## config.mk

```make
export PLATFORM = sky130hd
export DESIGN_NAME = rocache_top
export DESIGN_NICKNAME = d
export VERILOG_FILES = /design/src/logic/rocache_pkg.sv /design/src/logic/rocache_ctrl.sv /design/src/logic/rocache_lookup.sv /design/src/logic/rocache_req_fifo.sv /design/src/logic/rocache_top.sv
export SDC_FILE = /design/constraint.sdc
export NUM_CORES = 2
export LEC_CHECK = 0
export BUFFER_PORTS_ARGS = -buffer_cell sky130_fd_sc_hd__buf_2
export CAP_MARGIN = 25
export CORE_ASPECT_RATIO = 1.2
export CORE_UTILIZATION = 55
export CTS_CLUSTER_SIZE = 10
export DETAILED_ROUTE_END_ITERATION = 6
export PLACE_DENSITY = 0.78
export SLEW_MARGIN = 20
export SYNTH_ARGS = -nofsm -noshare
export SYNTH_HDL_FRONTEND = slang
export SYNTH_SLANG_ARGS = --single-unit
```

## constraint.sdc

```tcl
create_clock -name clk_i -period 27.3 [get_ports clk_i]
set_clock_uncertainty 0.1 [all_clocks]
set_input_delay 4.095 -clock clk_i [delete_from_list [all_inputs] [get_ports clk_i]]
set_output_delay 4.095 -clock clk_i [all_outputs]
set_load 0.01 [all_outputs]
```

## src/logic/rocache_pkg.sv

```systemverilog
////////////////////////////////////////////////////////////
// Read-only constant cache shared definitions
// Address, data and line geometry, request queue depth
// and the pending-request entry type
////////////////////////////////////////////////////////////
package rocache_pkg;

  // Address and data words
  localparam int unsigned ADDR_W = 16;
  localparam int unsigned DATA_W = 32;

  // Line geometry
  localparam int unsigned WORDS_PER_LINE = 4;
  localparam int unsigned LINE_W         = DATA_W * WORDS_PER_LINE;
  localparam int unsigned LINE_COUNT     = 8;
  localparam int unsigned IDX_W          = $clog2(LINE_COUNT);
  localparam int unsigned OFS_W          = $clog2(LINE_W / 8);
  localparam int unsigned TAG_W          = ADDR_W - IDX_W - OFS_W;

  // Split of the line offset into word select and byte bits
  localparam int unsigned BYTE_OFS_W = $clog2(DATA_W / 8);
  localparam int unsigned WORD_SEL_W = $clog2(WORDS_PER_LINE);

  // Requester side
  localparam int unsigned ID_W        = 4;
  localparam int unsigned QUEUE_DEPTH = 4;

  // One accepted read waiting for the sequencer
  typedef struct packed {
    logic [ADDR_W-1:0] addr;
    logic [ID_W-1:0]   id;
  } req_entry_t;

endpackage

```

## src/logic/rocache_ctrl.sv

```systemverilog
////////////////////////////////////////////////////////////
// Sequencer of the read-only cache
// Cacheability decode, hit, miss and bypass handling,
// line refill and in-order response forming
////////////////////////////////////////////////////////////
`timescale 1ns/1ps

module rocache_ctrl (
  input  logic                           clk_i,
  input  logic                           rst_ni,
  input  logic                           flush_i,
  input  logic [rocache_pkg::ADDR_W-1:0] cache_start_i,
  input  logic [rocache_pkg::ADDR_W-1:0] cache_end_i,
  input  rocache_pkg::req_entry_t        head_data_i,
  input  logic                           head_empty_i,
  output logic                           pop_o,
  output logic                           lookup_valid_o,
  output logic [rocache_pkg::ADDR_W-1:0] lookup_addr_o,
  input  logic                           lookup_hit_i,
  input  logic [rocache_pkg::LINE_W-1:0] lookup_line_i,
  output logic                           fill_valid_o,
  output logic [rocache_pkg::ADDR_W-1:0] fill_addr_o,
  output logic [rocache_pkg::LINE_W-1:0] fill_line_o,
  output logic                           mem_req_valid_o,
  output logic [rocache_pkg::ADDR_W-1:0] mem_req_addr_o,
  input  logic                           mem_rsp_valid_i,
  input  logic [rocache_pkg::LINE_W-1:0] mem_rsp_data_i,
  input  logic                           mem_rsp_err_i,
  output logic                           rsp_valid_o,
  output logic [rocache_pkg::DATA_W-1:0] rsp_data_o,
  output logic [rocache_pkg::ID_W-1:0]   rsp_id_o,
  output logic                           rsp_err_o
);

  import rocache_pkg::*;

  typedef enum logic [1:0] {
    ST_IDLE,
    ST_LOOK,
    ST_MEM_WAIT,
    ST_RESPOND
  } state_e;

  state_e            state_q;
  state_e            state_d;
  req_entry_t        req_q;
  logic              cacheable_q;
  logic              mem_req_q;
  logic              flush_seen_q;
  logic [DATA_W-1:0] rsp_data_q;
  logic              rsp_err_q;
  logic              head_cacheable;
  logic              look_hit;
  logic              mem_done;

  // Pick one word out of a line by the word offset of the address
  function automatic logic [DATA_W-1:0] pick_word(logic [LINE_W-1:0] line,
                                                  logic [ADDR_W-1:0] addr);
    logic [WORD_SEL_W-1:0] sel;
    sel = addr[BYTE_OFS_W +: WORD_SEL_W];
    return line[sel * DATA_W +: DATA_W];
  endfunction

  // Single range rule with inclusive start and exclusive end
  assign head_cacheable = (head_data_i.addr >= cache_start_i) && (head_data_i.addr < cache_end_i);

  // A bypass never counts as a hit, even if a stale tag matches
  assign look_hit = (state_q == ST_LOOK) && lookup_hit_i && cacheable_q;
  assign mem_done = (state_q == ST_MEM_WAIT) && mem_rsp_valid_i;

  always_comb begin
    state_d = state_q;
    case (state_q)
      ST_IDLE: begin
        if (!head_empty_i) begin
          state_d = ST_LOOK;
        end
      end
      ST_LOOK:     state_d = look_hit ? ST_RESPOND : ST_MEM_WAIT;
      ST_MEM_WAIT: begin
        if (mem_rsp_valid_i) begin
          state_d = ST_RESPOND;
        end
      end
      ST_RESPOND:  state_d = ST_IDLE;
      default:     state_d = ST_IDLE;
    endcase
  end

  always_ff @(posedge clk_i or negedge rst_ni) begin
    if (!rst_ni) begin
      state_q      <= ST_IDLE;
      cacheable_q  <= 1'b0;
      mem_req_q    <= 1'b0;
      flush_seen_q <= 1'b0;
    end else begin
      state_q   <= state_d;
      // One-cycle memory request right after a miss or bypass
      mem_req_q <= (state_q == ST_LOOK) && !look_hit;
      if (pop_o) begin
        cacheable_q <= head_cacheable;
      end
      // Line fetched across a flush must not be filled
      if (state_q == ST_LOOK) begin
        flush_seen_q <= 1'b0;
      end else if (flush_i && (state_q == ST_MEM_WAIT)) begin
        flush_seen_q <= 1'b1;
      end
    end
  end

  always_ff @(posedge clk_i) begin
    if (pop_o) begin
      req_q <= head_data_i;
    end
    if (look_hit) begin
      rsp_data_q <= pick_word(lookup_line_i, req_q.addr);
      rsp_err_q  <= 1'b0;
    end else if (mem_done) begin
      rsp_data_q <= pick_word(mem_rsp_data_i, req_q.addr);
      rsp_err_q  <= mem_rsp_err_i;
    end
  end

  // Head is taken and looked up in the same cycle
  assign pop_o          = (state_q == ST_IDLE) && !head_empty_i;
  assign lookup_valid_o = pop_o;
  assign lookup_addr_o  = head_data_i.addr;

  assign mem_req_valid_o = mem_req_q;
  assign mem_req_addr_o  = {req_q.addr[ADDR_W-1:OFS_W], {OFS_W{1'b0}}};

  // Fill lands at the edge where the response goes out
  assign fill_valid_o = mem_done && cacheable_q && !mem_rsp_err_i && !flush_seen_q;
  assign fill_addr_o  = req_q.addr;
  assign fill_line_o  = mem_rsp_data_i;

  assign rsp_valid_o = (state_q == ST_RESPOND);
  assign rsp_data_o  = rsp_data_q;
  assign rsp_id_o    = req_q.id;
  assign rsp_err_o   = rsp_err_q;

endmodule

```

## src/logic/rocache_lookup.sv

```systemverilog
////////////////////////////////////////////////////////////
// Line storage of the read-only cache
// Tag, valid and data arrays, registered lookup,
// line write port and flush of all valid bits
////////////////////////////////////////////////////////////
`timescale 1ns/1ps

module rocache_lookup (
  input  logic                           clk_i,
  input  logic                           rst_ni,
  input  logic                           flush_i,
  input  logic                           lookup_valid_i,
  input  logic [rocache_pkg::ADDR_W-1:0] lookup_addr_i,
  output logic                           lookup_hit_o,
  output logic [rocache_pkg::LINE_W-1:0] lookup_line_o,
  input  logic                           fill_valid_i,
  input  logic [rocache_pkg::ADDR_W-1:0] fill_addr_i,
  input  logic [rocache_pkg::LINE_W-1:0] fill_line_i
);

  import rocache_pkg::*;

  logic [TAG_W-1:0]      tag_q  [LINE_COUNT];
  logic [LINE_W-1:0]     line_q [LINE_COUNT];
  logic [LINE_COUNT-1:0] valid_q;

  logic [IDX_W-1:0] lookup_idx;
  logic [TAG_W-1:0] lookup_tag;
  logic [IDX_W-1:0] fill_idx;
  logic [TAG_W-1:0] fill_tag;
  logic             fill_en;

  // Index sits just above the line offset in a direct-mapped cache
  assign lookup_idx = lookup_addr_i[OFS_W +: IDX_W];
  assign lookup_tag = lookup_addr_i[ADDR_W-1 -: TAG_W];
  assign fill_idx   = fill_addr_i[OFS_W +: IDX_W];
  assign fill_tag   = fill_addr_i[ADDR_W-1 -: TAG_W];

  // Flush wins over a fill in the same cycle
  assign fill_en = fill_valid_i && !flush_i;

  always_ff @(posedge clk_i or negedge rst_ni) begin
    if (!rst_ni) begin
      valid_q <= '0;
    end else if (flush_i) begin
      valid_q <= '0;
    end else if (fill_valid_i) begin
      valid_q[fill_idx] <= 1'b1;
    end
  end

  always_ff @(posedge clk_i) begin
    if (fill_en) begin
      tag_q[fill_idx]  <= fill_tag;
      line_q[fill_idx] <= fill_line_i;
    end
  end

  // Registered tag compare
  always_ff @(posedge clk_i or negedge rst_ni) begin
    if (!rst_ni) begin
      lookup_hit_o <= 1'b0;
    end else if (lookup_valid_i) begin
      lookup_hit_o <= valid_q[lookup_idx] && (tag_q[lookup_idx] == lookup_tag);
    end
  end

  // Registered line read that lines up with the hit flag
  always_ff @(posedge clk_i) begin
    if (lookup_valid_i) begin
      lookup_line_o <= line_q[lookup_idx];
    end
  end

endmodule

```

## src/logic/rocache_req_fifo.sv

```systemverilog
////////////////////////////////////////////////////////////
// Request queue for the read-only cache
// Circular buffer with occupancy count, head shown without pop
////////////////////////////////////////////////////////////
`timescale 1ns/1ps

module rocache_req_fifo #(
  parameter type         entry_t = logic,
  parameter int unsigned DEPTH   = 4
) (
  input  logic   clk_i,
  input  logic   rst_ni,
  input  logic   in_valid_i,
  input  entry_t in_data_i,
  input  logic   pop_i,
  output entry_t out_data_o,
  output logic   empty_o,
  output logic   full_o
);

  localparam int unsigned PTR_W = (DEPTH > 1) ? $clog2(DEPTH) : 1;
  localparam int unsigned CNT_W = $clog2(DEPTH + 1);

  entry_t           mem_q [DEPTH];
  logic [PTR_W-1:0] wr_ptr_q;
  logic [PTR_W-1:0] rd_ptr_q;
  logic [CNT_W-1:0] count_q;
  logic             push;
  logic             pop;

  // Wrap at DEPTH so non power of two depths also work
  function automatic logic [PTR_W-1:0] next_ptr(logic [PTR_W-1:0] ptr);
    return (ptr == PTR_W'(DEPTH - 1)) ? '0 : ptr + 1'b1;
  endfunction

  assign push = in_valid_i && !full_o;
  assign pop  = pop_i && !empty_o;

  always_ff @(posedge clk_i or negedge rst_ni) begin
    if (!rst_ni) begin
      wr_ptr_q <= '0;
      rd_ptr_q <= '0;
      count_q  <= '0;
    end else begin
      if (push) begin
        wr_ptr_q <= next_ptr(wr_ptr_q);
      end
      if (pop) begin
        rd_ptr_q <= next_ptr(rd_ptr_q);
      end
      if (push && !pop) begin
        count_q <= count_q + 1'b1;
      end else if (pop && !push) begin
        count_q <= count_q - 1'b1;
      end
    end
  end

  always_ff @(posedge clk_i) begin
    if (push) begin
      mem_q[wr_ptr_q] <= in_data_i;
    end
  end

  assign out_data_o = mem_q[rd_ptr_q];
  assign empty_o    = (count_q == '0);
  assign full_o     = (count_q == CNT_W'(DEPTH));

endmodule

```

## src/logic/rocache_top.sv

```systemverilog
////////////////////////////////////////////////////////////
// Read-only constant cache top level
// Request queue, line storage and sequencer
////////////////////////////////////////////////////////////
`timescale 1ns/1ps

module rocache_top (
  input  logic                           clk_i,
  input  logic                           rst_ni,
  input  logic                           req_valid_i,
  input  logic [rocache_pkg::ADDR_W-1:0] req_addr_i,
  input  logic [rocache_pkg::ID_W-1:0]   req_id_i,
  output logic                           rsp_valid_o,
  output logic [rocache_pkg::DATA_W-1:0] rsp_data_o,
  output logic [rocache_pkg::ID_W-1:0]   rsp_id_o,
  output logic                           rsp_err_o,
  input  logic [rocache_pkg::ADDR_W-1:0] cache_start_i,
  input  logic [rocache_pkg::ADDR_W-1:0] cache_end_i,
  input  logic                           flush_i,
  output logic                           mem_req_valid_o,
  output logic [rocache_pkg::ADDR_W-1:0] mem_req_addr_o,
  input  logic                           mem_rsp_valid_i,
  input  logic [rocache_pkg::LINE_W-1:0] mem_rsp_data_i,
  input  logic                           mem_rsp_err_i
);

  import rocache_pkg::*;

  req_entry_t        queue_head;
  logic              queue_empty;
  logic              queue_full;
  logic              pop;
  logic              lookup_valid;
  logic [ADDR_W-1:0] lookup_addr;
  logic              lookup_hit;
  logic [LINE_W-1:0] lookup_line;
  logic              fill_valid;
  logic [ADDR_W-1:0] fill_addr;
  logic [LINE_W-1:0] fill_line;

  rocache_req_fifo #(
    .entry_t ( req_entry_t ),
    .DEPTH   ( QUEUE_DEPTH )
  ) u_req_fifo (
    .clk_i      ( clk_i                    ),
    .rst_ni     ( rst_ni                   ),
    .in_valid_i ( req_valid_i              ),
    .in_data_i  ( {req_addr_i, req_id_i}   ),
    .pop_i      ( pop                      ),
    .out_data_o ( queue_head               ),
    .empty_o    ( queue_empty              ),
    .full_o     ( queue_full               )
  );

  rocache_lookup u_lookup (
    .clk_i          ( clk_i        ),
    .rst_ni         ( rst_ni       ),
    .flush_i        ( flush_i      ),
    .lookup_valid_i ( lookup_valid ),
    .lookup_addr_i  ( lookup_addr  ),
    .lookup_hit_o   ( lookup_hit   ),
    .lookup_line_o  ( lookup_line  ),
    .fill_valid_i   ( fill_valid   ),
    .fill_addr_i    ( fill_addr    ),
    .fill_line_i    ( fill_line    )
  );

  rocache_ctrl u_ctrl (
    .clk_i           ( clk_i           ),
    .rst_ni          ( rst_ni          ),
    .flush_i         ( flush_i         ),
    .cache_start_i   ( cache_start_i   ),
    .cache_end_i     ( cache_end_i     ),
    .head_data_i     ( queue_head      ),
    .head_empty_i    ( queue_empty     ),
    .pop_o           ( pop             ),
    .lookup_valid_o  ( lookup_valid    ),
    .lookup_addr_o   ( lookup_addr     ),
    .lookup_hit_i    ( lookup_hit      ),
    .lookup_line_i   ( lookup_line     ),
    .fill_valid_o    ( fill_valid      ),
    .fill_addr_o     ( fill_addr       ),
    .fill_line_o     ( fill_line       ),
    .mem_req_valid_o ( mem_req_valid_o ),
    .mem_req_addr_o  ( mem_req_addr_o  ),
    .mem_rsp_valid_i ( mem_rsp_valid_i ),
    .mem_rsp_data_i  ( mem_rsp_data_i  ),
    .mem_rsp_err_i   ( mem_rsp_err_i   ),
    .rsp_valid_o     ( rsp_valid_o     ),
    .rsp_data_o      ( rsp_data_o      ),
    .rsp_id_o        ( rsp_id_o        ),
    .rsp_err_o       ( rsp_err_o       )
  );

endmodule

```

* Yosys cells after proc, flatten, opt, wreduce, memory -nomap -nowiden
Memories as Yosys holds them, arrays and structs flattened. A register that Yosys moved wholly into a read port is not among the register bits.
Cells that the tools add are included.
W data, S select, Z words.
** Operators by class
- Multipliers :: 0
- Eq/ne operators :: 9
- Reductions and logical operators :: 32
- Add/sub/neg operators :: 4
- Div/mod/pow operators :: 0
- Shift operators :: 2
- Bitwise gates (word level) :: 1
- $lt $le $gt $ge :: 5
- Mux-type cells :: 22
** Operators by type and width (count)
- $shiftx A128 B8 Y32 :: 2
- $mux W32 :: 2
- $logic_and A1 B1 Y1 :: 17
- $ge A16 B16 Y1 :: 1
- $lt A16 B16 Y1 :: 1
- $mux W8 :: 2
- $eq A9 B9 Y1 :: 1
- $mux W1 :: 9
- $eq A2 B2 Y1 const B :: 4
- $logic_not A1 Y1 :: 8
- $lt A3 B4 Y1 const B :: 2
- $mux W2 :: 4
- $or A8 B8 Y8 :: 1
- $pmux W2 S4 :: 1
- $reduce_bool A2 Y1 :: 4
- $mux W3 :: 2
- $add A2 B1 Y2 const B :: 2
- $ne A2 B2 Y1 const B :: 2
- $add A3 B1 Y3 const B :: 1
- $bmux W1 S3 :: 1
- $demux W1 S3 :: 1
- $eq A3 B3 Y1 const B :: 1
- $ge A3 B1 Y1 const B :: 1
- $logic_not A3 Y1 :: 1
- 4 further kinds :: 4
** Storage, ports and cells
- Memory bits (read-only) :: 0
- Bits in latches :: 0
- Bits of input ports :: 186
- Memory bits (writable) :: 1176
- Register bits after elaboration :: 74
- Memories :: 3
** Memory list
- u_lookup.line_q :: depth 8, width 128, rd ports 1, clocked after Yosys merged registers in 1, write ports 1, line rocache_lookup.sv:24 : logic [LINE_W-1:0] line_q [LINE_COUNT];
- u_req_fifo.mem_q :: depth 4, width 20, rd ports 1, clocked after Yosys merged registers in 0, write ports 1, line rocache_req_fifo.sv:24 : entry_t mem_q [DEPTH];
- u_lookup.tag_q :: depth 8, width 9, rd ports 1, clocked after Yosys merged registers in 0, write ports 1, line rocache_lookup.sv:23 : logic [TAG_W-1:0] tag_q [LINE_COUNT];

* Longest topological paths before layout
- Depth after elaboration :: 8
- Mapped depth :: 13
- Depth with buffers taken out :: 10

* Modules after synthesis
Synthesis repeated with hierarchy kept, for this count alone.
** Second synthesis, totals
- Cells, all modules :: 2377
- Area total of the unflattened synthesis :: 54677.4 sq um
** Modules (own cells, without submodules)
- rocache_lookup :: seq. area each 36980.5 sq um, times used 1, area each 45403.5 sq um, cells each 1769
- rocache_ctrl :: seq. area each 1706.6 sq um, times used 1, area each 5933.2 sq um, cells each 467
- rocache_req_fifo :: seq. area each 2577.5 sq um, times used 1, area each 3340.7 sq um, cells each 141

* Least setup slack after synthesis
Ideal clock, no wire load.
- Path type :: input port to flip-flop
- From :: in mem_rsp_valid_i
- To :: mem u_lookup.line_q[0][0] (netlist name), enable pin
- Setup time :: 803 ps
- Path buffers :: 0
- Stages :: 4
- Path slack :: 12449 ps
- Required time :: 26397 ps
- Data arrival time :: 13948 ps
- Cells stage by stage :: nand2_1 > nor4_1 > nand2b_1 > nor3_1
** Between the ends
- Cells in the longest elaborated chain, start to end :: 7
** Ends and longest elaborated chain
- from (decl) :: line rocache_top.sv:22 : input logic mem_rsp_valid_i,
- $logic_and A1 B1 Y1 :: line rocache_ctrl.sv:69 : assign mem_done = (state_q == ST_MEM_WAIT) && mem_rsp_valid_i;
- $logic_and A1 B1 Y1 (3 in series) :: line rocache_ctrl.sv:134 : assign fill_valid_o = mem_done && cacheable_q && !mem_rsp_err_i && !flush_seen_q;
- $logic_and A1 B1 Y1 :: line rocache_lookup.sv:40 : assign fill_en = fill_valid_i && !flush_i;
- $mux W1 :: line rocache_lookup.sv:53 : if (fill_en) begin
- $mux W1 (not written as such) :: line rocache_lookup.sv:55 : line_q[fill_idx] <= fill_line_i;
- to (decl) :: line rocache_lookup.sv:24
No other way between the ends.

* Worst setup path after layout
- From :: in mem_rsp_valid_i
- To :: mem u_lookup.line_q[6][99] (netlist name), enable pin
The elaborated chain is that of the path after synthesis.

==> flow_metrics.tcl <==
set metrics [dict create \
    status "completed" \
    dieArea_um2 98300 \
    yosys_warnings 0 \
    synthTopCellsByArea "edfxtp_1 76%, mux4_2 14%, mux2_2 3.5%" \
    rsz0062_at_grt "false" \
    synth_edf_count 1354 \
    synth_commonest_cells "1354 x edfxtp_1, 342 x mux4_2, 166 x mux2_2, 61 x buf_2, 43 x inv_1" \
    numCtsBuffers 157 \
    antenna_found_initial 34 \
    first_global_vias 26800 \
    critPathKind "in -> reg" \
    irDropWorstVdd_mv 0.0846 \
    p_total_uw 6080 \
    wl_per_cell_um 30.0 \
    arrival_ns 7.52 \
    final_cells 3896 \
    ctsLongestPathBuffers 3 \
    die_h_um 343 \
    postCtsHoldBufs 0 \
    yosysTopAreaCell "edfxtp_1" \
    track_usage_pct 24.4 \
    tns_ns 0 \
    drv_cap 0 \
    rows 124 \
    cts_root_buf "clkbuf_16" \
    busiest_layer "met2" \
    crit_path_max_fanout 51 \
    required_ns 27.55 \
    min_path_type "reg -> reg" \
    crit_path_end_kind "flop" \
    cts_resized 0 \
    syn_avg_cell_area_um2 23.6 \
    power-per-cell-area_nw_per_um2 101 \
    die_w_um 286 \
    first_iter_violations 2332 \
    grt_pass1_wl_mm 173 \
    drive_above_1_share_pct 37.1 \
    core_region_area_um2 95700 \
    pin_count 241 \
    async_reset_ff_share_pct 1.53 \
    cts_setup_buffers 0 \
    clock_latency_ns 0.76 \
    htreeDepth 4 \
    synth_top_area_share_pct 76.2 \
    first_pass_iters 5 \
    cp-start-kind "input port" \
    grtUsageMet3_pct 4.89 \
    place_hpwl_mm 61.2 \
    hold_violations 0 \
    fin_ws_ns 20.03 \
    use_met1_pct 30.8 \
    setup_viol 0 \
    slew_violations 0 \
    cts_tree "built" \
    clk_pin_slew_ns 0.06 \
    clock.fmax_mhz 138 \
    synth_seq_cells 1376 \
    gp_congestion 0.793 \
    relSlewSlack_pct 28.9 \
    final.period_utilization_pct 26.6 \
    synthCells 2265 \
    place_ws_ns 19.34 \
    totalWireLength_mm 117 \
    holdWs_ns 0.367 \
    cts_sinks 1376 \
    fin_nets 2813 \
    area_growth_pct 13.1 \
    yosysMostFrequentCell "edfxtp_1" \
    finalCriticalPeriod_ns 7.27 \
    grt_util_met2_pct 42.5 \
    grt-ovfl-total 0 \
    synth-main-ff-cell "edfxtp_1" \
    leakage_uw 0.0196 \
    start_util_pct 55.8 \
    grt_max_degree 149 \
    drc 0 \
    tightest_slew_ns 1.07 \
    yosysSeqAreaShare_pct 77.2 \
    port_buffers 236 \
    num_vias 24800 \
    ant_nets 0 \
    dp.cells 3682 \
    synth_cell_type_count 44 \
    via_per_inst 6.36 \
    syn-cell-area_um2 53400 \
]
critical path, cell delays in order:
cell	delay, ns
buf_2	0.11
nand2_1	0.11
nor4_1	0.45
nand2b_1	0.39
nor2_4	0.85
buf_4	0.64
buf_4	0.83
placed cells by master, fill, tap and decap left out, types with 10 or more instances in the layout:
cell type,instances
buf_4,23
dfrtp_1,21
ha_1,42
mux2_2,166
buf_2,236
o22ai_1,13
inv_1,42
edfxtp_1,1354
a21o_1,14
mux2i_1,18
o21ai_0,10
a21oi_1,11
buf_12,10
mux4_2,339
xnor2_1,10
clkbuf_16,158
clkbuf_1,26
nand2_1,14
through the flow:
stage	util (%)	area, um2
6_report	63.0	60300
5_1_grt	63.0	60300
4_1_cts	62.9	60300
2_1_floorplan	-	53400
3_3_place_gp	58.4	55900
3_5_place_dp	58.5	56000
layer usage:
layer  routed length [um]  part of all wire (%)  vias to the layer above
met5                  167                  0.14                        -
met4                 3050                   2.6                       26
met3                 8490                   7.3                      242
met2                61800                    53                     1223
met1                43500                    37                    13100
li1                     -                     -                    10100
cell type report:
class                   count  area, um2
flip-flops and latches   1376      41200
clock buffers             185       4070
multi-input cells         731      11400
clock inverters            20        214
inverters                  43        166
diodes                      6       15.0
repair buffers            275       1670
well taps                1260       1580
fillers                  6008      35400
sequential cells by signal, indices dropped and copies added, names as in the netlist, 2 cells and up:
register,cells
u_req_fifo.wr_ptr_q,2
u_lookup.tag_q,72
u_ctrl.state_q,2
u_lookup.valid_q,8
u_ctrl.rsp_data_o,32
u_ctrl.fill_addr_o,14
u_req_fifo.rd_ptr_q,2
u_lookup.line_q,1024
u_req_fifo.count_q,3
u_ctrl.rsp_id_o,4
u_req_fifo.mem_q,80
u_lookup.lookup_line_o,128
kinds of logic (layout without fill, tap and decap cells):
kind of cell / after synthesis / count (layout) / synth area share [%]
AOI/OAI and AO/OA: 64 / 64 / 0.797
xor gates and xnor gates: 12 / 12 / 0.197
adders and majority gates: 43 / 43 / 1.02
buffers and inverters: 161 / 523 / 1.54
DFF: 1376 / 1376 / 77.2
muxes: 539 / 539 / 18.6
other: 1 / 10 / 0.00703
and+or+nand+nor: 69 / 69 / 0.645
worst paths after layout:
check	startpoint	to	slack, ns	depth (start not counted)
setup / recovery	mem_rsp_valid_i	u_lookup.line_q[6][99]	20.03	7
hold / removal	u_ctrl.rsp_err_o	u_ctrl.rsp_err_o	0.37	2
setup reg to reg	u_req_fifo.rd_ptr_q[0]	u_lookup.lookup_hit_o	22.27	10
hold reg to reg	u_ctrl.rsp_err_o	u_ctrl.rsp_err_o	0.37	2
max in group asynchronous	rst_ni	u_lookup.valid_q[0]	23.52	1
min in group asynchronous	rst_ni	u_ctrl.flush_seen_q	3.21	1
report_power, final:
| part | internal [uW] | switching (uW) | leakage (uW) |
|---|---|---|---|
| sequential | 2590 | 68.1 | 0.0125 |
| clock | 1040 | 774 | 0.00208 |
| combinational | 780 | 818 | 0.00505 |
| total | 4410 | 1660 | 0.0196 |
No activity file was read; power rests on OpenSTA's default activity.
